### src/hdl/tau_pkg.sv
package tau_pkg;

	//==========================================================
	// Address and vector sizes
	//==========================================================

	// Global word address width
	localparam int GBW = 16;

	// Words in one vector line
	// Commands never straddle a line
	localparam int VSIZE = 8;

	// Word offset inside a vector line
	localparam int V_BW = $clog2(VSIZE);

	// Command length from 1 to VSIZE inclusive
	localparam int V_BW1 = $clog2(VSIZE + 1);

	//==========================================================
	// Request limits
	//==========================================================

	// Row count and row index up to 15 rows
	localparam int ROW_BW = 4;

	// Words per row from 1 to 63
	localparam int LEN_BW = 6;

	//==========================================================
	// Command types
	//==========================================================

	// READ fetches from memory
	// PAD supplies zeros and never touches the memory port
	typedef enum logic [1:0] {
		CMD_READ = 2'd0,
		CMD_PAD  = 2'd1
	} cmd_type_e;

endpackage
### src/hdl/chunk_addr_looper.sv
module chunk_addr_looper (
	input  logic                         i_clk,
	input  logic                         i_arst_n,
	input  logic                         i_req_rdy,
	output logic                         o_req_ack,
	input  logic [tau_pkg::GBW-1:0]      i_req_base,
	input  logic [tau_pkg::GBW-1:0]      i_req_stride,
	input  logic [tau_pkg::ROW_BW-1:0]   i_req_rows,
	input  logic [tau_pkg::LEN_BW-1:0]   i_req_len,
	input  logic [tau_pkg::ROW_BW-1:0]   i_req_bound,
	output logic                         o_cmd_rdy,
	input  logic                         i_cmd_ack,
	output tau_pkg::cmd_type_e           o_cmd_type,
	output logic                         o_cmd_islast,
	output logic [tau_pkg::GBW-1:0]      o_cmd_addr,
	output logic [tau_pkg::V_BW-1:0]     o_cmd_addrofs,
	output logic [tau_pkg::V_BW1-1:0]    o_cmd_len
);

	//==========================================================
	// Stage links
	//==========================================================

	logic                        s01_rdy, s01_ack;
	logic [tau_pkg::GBW-1:0]     s01_addr;
	logic [tau_pkg::LEN_BW-1:0]  s01_len;
	logic                        s01_pad, s01_rowlast;

	logic                        s12_rdy, s12_ack;
	logic [tau_pkg::GBW-1:0]     s12_addr;
	logic [tau_pkg::LEN_BW-1:0]  s12_len;
	logic                        s12_pad, s12_rowlast;

	logic                        s23_rdy, s23_ack;
	tau_pkg::cmd_type_e          s23_type;
	logic                        s23_islast;
	logic [tau_pkg::GBW-1:0]     s23_addr;
	logic [tau_pkg::V_BW-1:0]    s23_addrofs;
	logic [tau_pkg::V_BW1-1:0]   s23_len;

	chunk_row_start u_s0_row_start (
		.i_clk        (i_clk),
		.i_arst_n     (i_arst_n),
		.i_req_rdy    (i_req_rdy),
		.i_req_base   (i_req_base),
		.i_req_stride (i_req_stride),
		.i_req_rows   (i_req_rows),
		.i_req_len    (i_req_len),
		.i_req_bound  (i_req_bound),
		.i_row_ack    (s01_ack),
		.o_req_ack    (o_req_ack),
		.o_row_rdy    (s01_rdy),
		.o_row_addr   (s01_addr),
		.o_row_len    (s01_len),
		.o_row_pad    (s01_pad),
		.o_row_last   (s01_rowlast)
	);

	row_skid_fifo u_s1_fifo (
		.i_clk      (i_clk),
		.i_arst_n   (i_arst_n),
		.i_src_rdy  (s01_rdy),
		.i_src_addr (s01_addr),
		.i_src_len  (s01_len),
		.i_src_pad  (s01_pad),
		.i_src_last (s01_rowlast),
		.i_dst_ack  (s12_ack),
		.o_src_ack  (s01_ack),
		.o_dst_rdy  (s12_rdy),
		.o_dst_addr (s12_addr),
		.o_dst_len  (s12_len),
		.o_dst_pad  (s12_pad),
		.o_dst_last (s12_rowlast)
	);

	chunk_row_split u_s2_split (
		.i_clk         (i_clk),
		.i_arst_n      (i_arst_n),
		.i_row_rdy     (s12_rdy),
		.i_row_addr    (s12_addr),
		.i_row_len     (s12_len),
		.i_row_pad     (s12_pad),
		.i_row_last    (s12_rowlast),
		.i_cmd_ack     (s23_ack),
		.o_row_ack     (s12_ack),
		.o_cmd_rdy     (s23_rdy),
		.o_cmd_type    (s23_type),
		.o_cmd_islast  (s23_islast),
		.o_cmd_addr    (s23_addr),
		.o_cmd_addrofs (s23_addrofs),
		.o_cmd_len     (s23_len)
	);

	//==========================================================
	// Output register
	//==========================================================

	// Empty or draining register takes a new command every cycle
	assign s23_ack = s23_rdy && (!o_cmd_rdy || i_cmd_ack);

	always_ff @(posedge i_clk or negedge i_arst_n) begin
		if (!i_arst_n) begin
			o_cmd_rdy <= 1'b0;
		end else if (s23_ack) begin
			o_cmd_rdy <= 1'b1;
		end else if (i_cmd_ack) begin
			o_cmd_rdy <= 1'b0;
		end
	end

	always_ff @(posedge i_clk) begin
		if (s23_ack) begin
			o_cmd_type    <= s23_type;
			o_cmd_islast  <= s23_islast;
			o_cmd_addr    <= s23_addr;
			o_cmd_addrofs <= s23_addrofs;
			o_cmd_len     <= s23_len;
		end
	end

	// Downstream may sample late, so a stalled command must not move
	a_cmd_hold: assert property (
		@(posedge i_clk) disable iff (!i_arst_n)
		o_cmd_rdy && !i_cmd_ack |=> o_cmd_rdy && $stable(o_cmd_type)
			&& $stable(o_cmd_islast) && $stable(o_cmd_addr)
			&& $stable(o_cmd_addrofs) && $stable(o_cmd_len)
	) else $error("command output changed under stall");

endmodule

### src/hdl/chunk_row_split.sv
module chunk_row_split (
	input  logic                         i_clk,
	input  logic                         i_arst_n,
	input  logic                         i_row_rdy,
	input  logic [tau_pkg::GBW-1:0]      i_row_addr,
	input  logic [tau_pkg::LEN_BW-1:0]   i_row_len,
	input  logic                         i_row_pad,
	input  logic                         i_row_last,
	input  logic                         i_cmd_ack,
	output logic                         o_row_ack,
	output logic                         o_cmd_rdy,
	output tau_pkg::cmd_type_e           o_cmd_type,
	output logic                         o_cmd_islast,
	output logic [tau_pkg::GBW-1:0]      o_cmd_addr,
	output logic [tau_pkg::V_BW-1:0]     o_cmd_addrofs,
	output logic [tau_pkg::V_BW1-1:0]    o_cmd_len
);

	//==========================================================
	// Walk state
	//==========================================================

	// Set once the first piece of the current row has gone out
	logic                        started;
	logic [tau_pkg::GBW-1:0]     cur_addr;
	logic [tau_pkg::LEN_BW-1:0]  left_r;

	logic [tau_pkg::GBW-1:0]     p;
	logic [tau_pkg::LEN_BW-1:0]  rem;
	logic [tau_pkg::V_BW-1:0]    ofs;
	logic [tau_pkg::V_BW1-1:0]   room;
	logic                        final_piece;

	//==========================================================
	// Command rule
	//==========================================================

	// First piece comes straight from the row descriptor
	assign p   = started ? cur_addr : i_row_addr;
	assign rem = started ? left_r : i_row_len;

	assign ofs  = p[tau_pkg::V_BW-1:0];
	assign room = tau_pkg::V_BW1'(tau_pkg::VSIZE) - tau_pkg::V_BW1'(ofs);

	// Whatever is left fits before the next vector boundary
	assign final_piece = (rem <= tau_pkg::LEN_BW'(room));

	assign o_cmd_rdy     = i_row_rdy;
	assign o_cmd_type    = i_row_pad ? tau_pkg::CMD_PAD : tau_pkg::CMD_READ;
	assign o_cmd_addr    = {p[tau_pkg::GBW-1:tau_pkg::V_BW], {tau_pkg::V_BW{1'b0}}};
	assign o_cmd_addrofs = ofs;
	assign o_cmd_len     = final_piece ? rem[tau_pkg::V_BW1-1:0] : room;
	assign o_cmd_islast  = i_row_last && final_piece;

	// Row is released together with its last piece
	assign o_row_ack = i_row_rdy && i_cmd_ack && final_piece;

	always_ff @(posedge i_clk or negedge i_arst_n) begin
		if (!i_arst_n) begin
			started <= 1'b0;
		end else if (o_cmd_rdy && i_cmd_ack) begin
			started <= !final_piece;
		end
	end

	always_ff @(posedge i_clk) begin
		if (o_cmd_rdy && i_cmd_ack && !final_piece) begin
			cur_addr <= p + tau_pkg::GBW'(o_cmd_len);
			left_r   <= rem - tau_pkg::LEN_BW'(o_cmd_len);
		end
	end

	//==========================================================
	// Checks
	//==========================================================

	// Zero-length rows are not part of the request format
	a_len_nonzero: assert property (
		@(posedge i_clk) disable iff (!i_arst_n)
		o_cmd_rdy |-> o_cmd_len >= tau_pkg::V_BW1'(1)
	) else $error("split command with zero length");

	a_no_cross: assert property (
		@(posedge i_clk) disable iff (!i_arst_n)
		o_cmd_rdy |-> (int'(o_cmd_addrofs) + int'(o_cmd_len)) <= tau_pkg::VSIZE
	) else $error("split command crosses a vector boundary");

endmodule

### src/hdl/row_skid_fifo.sv
module row_skid_fifo (
	input  logic                         i_clk,
	input  logic                         i_arst_n,
	input  logic                         i_src_rdy,
	input  logic [tau_pkg::GBW-1:0]      i_src_addr,
	input  logic [tau_pkg::LEN_BW-1:0]   i_src_len,
	input  logic                         i_src_pad,
	input  logic                         i_src_last,
	input  logic                         i_dst_ack,
	output logic                         o_src_ack,
	output logic                         o_dst_rdy,
	output logic [tau_pkg::GBW-1:0]      o_dst_addr,
	output logic [tau_pkg::LEN_BW-1:0]   o_dst_len,
	output logic                         o_dst_pad,
	output logic                         o_dst_last
);

	logic [1:0]                  cnt;
	logic                        push;
	logic                        pop;
	logic                        load_new0;
	logic                        load_nxt0;
	logic                        load_new1;
	logic [tau_pkg::GBW-1:0]     addr_q [2];
	logic [tau_pkg::LEN_BW-1:0]  len_q  [2];
	logic                        pad_q  [2];
	logic                        last_q [2];

	// Slot 0 is the head and slot 1 only fills behind it
	assign o_src_ack = i_src_rdy && (cnt != 2'd2);
	assign o_dst_rdy = (cnt != 2'd0);
	assign push      = o_src_ack;
	assign pop       = o_dst_rdy && i_dst_ack;

	assign load_new0 = push && (cnt == 2'd0 || pop);
	assign load_nxt0 = pop && (cnt == 2'd2);
	assign load_new1 = push && (cnt != 2'd0) && !pop;

	assign o_dst_addr = addr_q[0];
	assign o_dst_len  = len_q[0];
	assign o_dst_pad  = pad_q[0];
	assign o_dst_last = last_q[0];

	always_ff @(posedge i_clk or negedge i_arst_n) begin
		if (!i_arst_n) begin
			cnt <= 2'd0;
		end else begin
			cnt <= cnt + {1'b0, push} - {1'b0, pop};
		end
	end

	always_ff @(posedge i_clk) begin
		if (load_new0 || load_nxt0) begin
			addr_q[0] <= load_new0 ? i_src_addr : addr_q[1];
			len_q[0]  <= load_new0 ? i_src_len  : len_q[1];
			pad_q[0]  <= load_new0 ? i_src_pad  : pad_q[1];
			last_q[0] <= load_new0 ? i_src_last : last_q[1];
		end
		if (load_new1) begin
			addr_q[1] <= i_src_addr;
			len_q[1]  <= i_src_len;
			pad_q[1]  <= i_src_pad;
			last_q[1] <= i_src_last;
		end
	end

	a_fill_bound: assert property (
		@(posedge i_clk) disable iff (!i_arst_n)
		cnt <= 2'd2
	) else $error("row fifo overfilled");

endmodule

### src/hdl/chunk_row_start.sv
module chunk_row_start (
	input  logic                         i_clk,
	input  logic                         i_arst_n,
	input  logic                         i_req_rdy,
	input  logic [tau_pkg::GBW-1:0]      i_req_base,
	input  logic [tau_pkg::GBW-1:0]      i_req_stride,
	input  logic [tau_pkg::ROW_BW-1:0]   i_req_rows,
	input  logic [tau_pkg::LEN_BW-1:0]   i_req_len,
	input  logic [tau_pkg::ROW_BW-1:0]   i_req_bound,
	input  logic                         i_row_ack,
	output logic                         o_req_ack,
	output logic                         o_row_rdy,
	output logic [tau_pkg::GBW-1:0]      o_row_addr,
	output logic [tau_pkg::LEN_BW-1:0]   o_row_len,
	output logic                         o_row_pad,
	output logic                         o_row_last
);

	//==========================================================
	// Internal state
	//==========================================================

	logic                        busy;
	logic [tau_pkg::ROW_BW-1:0]  row_cnt;
	logic [tau_pkg::ROW_BW-1:0]  last_idx;
	logic [tau_pkg::ROW_BW-1:0]  bound_r;
	logic [tau_pkg::GBW-1:0]     stride_r;
	logic [tau_pkg::GBW-1:0]     row_addr;
	logic [tau_pkg::LEN_BW-1:0]  len_r;

	// Idle looper takes the request at once
	assign o_req_ack = i_req_rdy && !busy;

	assign o_row_rdy  = busy;
	assign o_row_addr = row_addr;
	assign o_row_len  = len_r;
	assign o_row_pad  = (row_cnt >= bound_r);
	assign o_row_last = (row_cnt == last_idx);

	//==========================================================
	// Row walk
	//==========================================================

	always_ff @(posedge i_clk or negedge i_arst_n) begin
		if (!i_arst_n) begin
			busy    <= 1'b0;
			row_cnt <= '0;
		end else if (o_req_ack) begin
			// Zero rows is accepted and dropped
			busy    <= (i_req_rows != '0);
			row_cnt <= '0;
		end else if (i_row_ack) begin
			if (o_row_last) begin
				busy <= 1'b0;
			end
			row_cnt <= row_cnt + 1'b1;
		end
	end

	always_ff @(posedge i_clk) begin
		if (o_req_ack) begin
			row_addr <= i_req_base;
			stride_r <= i_req_stride;
			len_r    <= i_req_len;
			bound_r  <= i_req_bound;
			last_idx <= i_req_rows - 1'b1;
		end else if (i_row_ack) begin
			// Next row starts one stride further on
			row_addr <= row_addr + stride_r;
		end
	end

	//==========================================================
	// Checks
	//==========================================================

	// A row on offer stays put until the fifo takes it
	a_row_hold: assert property (
		@(posedge i_clk) disable iff (!i_arst_n)
		o_row_rdy && !i_row_ack |=> o_row_rdy && $stable(o_row_addr)
			&& $stable(o_row_len) && $stable(o_row_pad) && $stable(o_row_last)
	) else $error("row descriptor changed before ack");

endmodule

### config.mk
export PLATFORM = sky130hd
export DESIGN_NAME = chunk_addr_looper
export DESIGN_NICKNAME = d
export VERILOG_FILES = /design/src/hdl/tau_pkg.sv /design/src/hdl/chunk_addr_looper.sv /design/src/hdl/chunk_row_split.sv /design/src/hdl/row_skid_fifo.sv /design/src/hdl/chunk_row_start.sv
export SDC_FILE = /design/constraint.sdc
export NUM_CORES = 1
export LEC_CHECK = 0
export BUFFER_PORTS_ARGS = -buffer_cell sky130_fd_sc_hd__buf_2
export CORE_AREA = 2 2 109 137
export CTS_BUF_LIST = sky130_fd_sc_hd__clkbuf_8 sky130_fd_sc_hd__clkbuf_16
export CTS_CLUSTER_DIAMETER = 60
export DETAILED_ROUTE_END_ITERATION = 10
export DIE_AREA = 0 0 111 139
export GPL_TIMING_DRIVEN = 0
export PLACE_DENSITY_LB_ADDON = 0.2
export SETUP_SLACK_MARGIN = 0.3
export SYNTH_ARGS = -nofsm -noshare
export SYNTH_HDL_FRONTEND = slang
export SYNTH_SLANG_ARGS = --single-unit
export TNS_END_PERCENT = 5
### constraint.sdc
create_clock -name i_clk -period 10.9 [get_ports i_clk]
set_clock_uncertainty 0.05 [all_clocks]
set_input_delay 0.545 -clock i_clk [delete_from_list [all_inputs] [get_ports i_clk]]
set_output_delay 0.545 -clock i_clk [all_outputs]
set_load 0.03 [all_outputs]
==> flow_metrics.env <==
export IMPL_status="finished clean"
export IMPL_io_pins=78
export IMPL_final_area_um2=8370
export IMPL_wl_per_cell_um=14.4
export IMPL_cp_slowest_cell="buf_1"
export IMPL_postRouteAntennaNets=0
export IMPL_initial_core_util_pct=50.1
export IMPL_synth_mux_area_share_pct=8.25
export IMPL_drt_pre_antenna_iters=4
export IMPL_syn_avg_cell_area_um2=13.8
export IMPL_antenna_cells=0
export IMPL_critPathKind="reg -> reg"
export IMPL_dr_wl_met3_um=471
export IMPL_synthSimpleGateAreaFrac_pct=6.97
export IMPL_slew_limit_headroom_pct=37.2
export IMPL_cts_tree="done"
export IMPL_synthAdderAreaFrac_pct=7.20
export IMPL_vias=4087
export IMPL_max_stage_delay_ns=0.58
export IMPL_wl_met1_mm=5.10
export IMPL_power_switching_share_pct=35.6
export IMPL_worst_slew_pin_slew_ns=0.942
export IMPL_p_comb_share_pct=43.9
export IMPL_finalSetupViolations=0
export IMPL_max_freq_ghz=0.185
export IMPL_overflow=0
export IMPL_ys_seq_elements=147
export IMPL_drv_slew=0
export IMPL_place_congestion=0.841
export IMPL_critPathRequiredTime_ns=11.01
export IMPL_arrival_ns=5.51
export IMPL_p_clk_share_pct=19.0
export IMPL_syn_to_final_growth_pct=18.0
export IMPL_grt_max_degree=41
export IMPL_critPathLaunchType="flop"
export IMPL_cts_buffer_depth=2
export IMPL_clk_insertion_delay_late_ns=0.41
export IMPL_period_share_pct=49.5
export IMPL_core_um2=14200
export IMPL_grt_pass1_wl_mm=20.0
export IMPL_grtUsageTotal_pct=16.1
export IMPL_fin_crit_ns=5.40
export IMPL_drc=0
export IMPL_synth_edff_count=138
export IMPL_totalWireLength_mm=11.6
export IMPL_antenna_found_initial=0
export IMPL_yosysTopAreaCell="edfxtp_1"
export IMPL_final_hold_violation_count=0
export IMPL_ys_async_sr_fraction_pct=6.12
export IMPL_p_leak_uw=0.00349
export IMPL_fp_dieH_um=139
export IMPL_syn_area_um2=7090
export IMPL_place_area_um2=7740
export IMPL_drive_above_1_share_pct=25.1
export IMPL_hold_ws_ns=0.257
export IMPL_numCtsBuffers=17
export IMPL_cts_root_buf="clkbuf_16"
export IMPL_cts_max_level=4
export IMPL_synth_top_area_share_pct=58.4
export IMPL_synth_top_family_by_area="multiplexers"
export IMPL_ctsResizeCount=0
export IMPL_power_density_nw_per_um2=374
export IMPL_setup_tns_ns=0
export IMPL_power_frac_seq_pct=37.0
export IMPL_drt_iter0_markers=135
export IMPL_synth_warnings=0
export IMPL_crit_family="buffers and inverters"
export IMPL_intPower_uw=2020
export IMPL_cp_end_kind="flop"
export IMPL_netlist_instances=514
export IMPL_ys_seq_area_share_pct=61.6
export IMPL_switchingPower_uw=1120
export IMPL_yosys_area_share_xor_xnor_pct=4.94
export IMPL_synthTopCellsByArea="edfxtp_1 (58%), ha_1 (6.3%), mux2_4 (4.2%), dfrtp_1 (3.2%), xor2_1 (2.6%)"
export IMPL_via_per_inst=5.09
export IMPL_hp_class="in -> reg"
export IMPL_path_clk_slew_ns=0.06
export IMPL_dr_max_layer_used="met4"
export IMPL_core_rowCount=49
export IMPL_rsz0062_at_grt="false"
export IMPL_worst_r2r_setup_slack_ns=5.50
export IMPL_numClockSinks=147
export IMPL_ir_worst_vdd_uv=154
export IMPL_hpwl_mm=8.65
export IMPL_io_buffers=73
export IMPL_path_buf_inv=4
export IMPL_die_x_um=111
export IMPL_wl_met2_mm=5.78
export IMPL_grt_pass1_vias=4251
export IMPL_synth_distinct_cells=51
export IMPL_final_nets=701
export IMPL_synth_compound_area_share_pct=7.18
export IMPL_crit_chain="buf_2 -> buf_2 -> buf_1 -> mux2i_1 -> inv_1 -> ha_1 -> nand4_1 -> nand2_1 -> a21oi_2 -> a211oi_4 -> o21ai_0 -> ha_1 -> a21o_1 -> a21oi_1 -> nor2b_1 -> nor2_1 -> nor3_1 -> nand4_1 -> xnor2_1"
export IMPL_cap_violations=0
export IMPL_cp_max_fo=10
export IMPL_synth_ff_type="edfxtp_1"
export IMPL_die_area_um2=15400
-- layout make-up --
cell class,instances,area [µm²]
Fill cell,1113,5790
Multi-Input combinational cell,316,2470
Sequential cell,147,4370
Inverter,38,143
Clock inverter,15,193
Clock buffer,17,425
Buffer,16,130
Tap cell,178,223
Timing Repair Buffer,76,418
-- metrics by stage --
stage | setup WS (ns) | instances | power (µW) | utilization (%)
final | 5.50 | 803 | 3130 | 59.1
after global routing | 4.99 | 803 | 3360 | 59.1
after CTS | 5.45 | 803 | 3160 | 59.1
after detailed placement | 5.46 | 770 | 2550 | 54.7
after global placement | 5.49 | 768 | 2480 | 54.3
after floorplan | 6.46 | 517 | 2220 | -
-- cell usage after synthesis, types with 8 or more instances --
master	count
mux2i_1	15
inv_1	38
a21o_1	12
xor2_1	21
o21ai_0	17
xnor2_1	19
nor2_1	33
mux2_4	20
ha_1	36
a21oi_1	32
nand3_1	8
mux2_2	12
dfrtp_1	9
edfxtp_1	138
nand2_1	30
-- final timing paths --
| check | start | to | depth (start not counted) |
|---|---|---|---|
| setup / recovery | u_s2_split.started$_DFFE_PN0P_ | u_s2_split.cur_addr[15]$_DFFE_PP_ | 19 |
| hold / removal | i_req_stride[10] | u_s0_row_start.stride_r[10]$_DFFE_PP_ | 1 |
| setup reg to reg | u_s2_split.started$_DFFE_PN0P_ | u_s2_split.cur_addr[15]$_DFFE_PP_ | 19 |
| hold reg to reg | u_s1_fifo.pad_q[0][0]$_DFFE_PP_ | o_cmd_type[0]$_DFFE_PP_ | 0 |
| max in group asynchronous | i_arst_n | u_s2_split.started$_DFFE_PN0P_ | 2 |
| min in group asynchronous | i_arst_n | o_cmd_rdy$_DFFE_PN0P_ | 2 |
-- power by group through the flow --
stage	registers, µW	clock network [µW]	logic (µW)
3_5_place_dp	1170	0	1380
5_1_grt	1190	634	1540
4_1_cts	1160	608	1390
2_1_floorplan	1230	0	991
3_3_place_gp	1170	0	1310
6_report	1160	596	1380
-- cells in the final DEF (no fill, tap or decap), drive strengths merged, types with 3 or more instances in the layout --
| cell type | Yosys | routed |
|---|---|---|
| buf | 11 | 86 |
| xnor2 | 19 | 19 |
| a21oi | 33 | 33 |
| nand4 | 6 | 6 |
| ha | 36 | 36 |
| a211oi | 5 | 5 |
| o21ai | 18 | 18 |
| clkinv | 0 | 6 |
| nor2b | 7 | 7 |
| nor2 | 33 | 33 |
| dfrtp | 9 | 9 |
| and2 | 3 | 3 |
| mux2i | 15 | 15 |
| bufinv | 0 | 4 |
| edfxtp | 138 | 138 |
| a21o | 12 | 12 |
| xor2 | 21 | 21 |
| inv | 38 | 42 |
| nand3 | 8 | 8 |
| conb | 1 | 4 |
| clkbuf | 5 | 22 |
| mux2 | 32 | 32 |
| nor3 | 6 | 6 |
| fa | 3 | 3 |
| nand2b | 4 | 4 |
| nand2 | 30 | 30 |
-- flip-flops by register name, indices dropped and copies added (netlist names) --
name	count
o_cmd_addr	13
u_s0_row_start.row_cnt	4
u_s1_fifo.cnt	2
u_s0_row_start.o_row_len	6
u_s0_row_start.o_row_addr	16
u_s2_split.cur_addr	16
u_s0_row_start.stride_r	16
u_s1_fifo.pad_q	2
u_s0_row_start.last_idx	4
o_cmd_addrofs	3
o_cmd_type	1
u_s0_row_start.bound_r	4
u_s1_fifo.last_q	2
u_s2_split.left_r	6
o_cmd_len	4
u_s2_split.started	1
o_cmd_islast	1
o_cmd_rdy	1
u_s1_fifo.len_q	12
u_s0_row_start.o_row_rdy	1
u_s1_fifo.addr_q	32
-- layer usage --
metal | GRT usage, % | vias up
li1 | - | 2061
met1 | 19.8 | 1906
met2 | 27.3 | 99
met3 | 3.98 | 21
met4 | 6.05 | 0
met5 | 0 | -
-- cell families (layout without fill, tap and decap cells) --
logic type	count (synthesis)	count (layout)
flip-flops	147	147
XOR/XNOR	40	40
AND/OR/NAND/NOR	105	105
buffers and inverters	54	162
multiplexers	47	47
adder cells (fa/ha/maj)	39	39
AO/OA/AOI/OAI	81	81
other	1	4
-- worst register-to-register path, cell delays in order (launching register included) --
cell and delay, ns:
dfrtp_1 0.35, buf_2 0.24, buf_2 0.35, buf_1 0.58, mux2i_1 0.32, inv_1 0.09
ha_1 0.30, nand4_1 0.16, nand2_1 0.13, a21oi_2 0.05, a211oi_4 0.43, o21ai_0 0.41
ha_1 0.41, a21o_1 0.11, a21oi_1 0.09, nor2b_1 0.12, nor2_1 0.06, nor3_1 0.53
nand4_1 0.22, xnor2_1 0.17
-- repair_timing --
item	4_1_cts	5_1_grt
endpoints found under the hold margin	9	0
hold buffers	1	0
buffers inserted	0	0
Note: power is estimated with default switching activity, not from simulation.
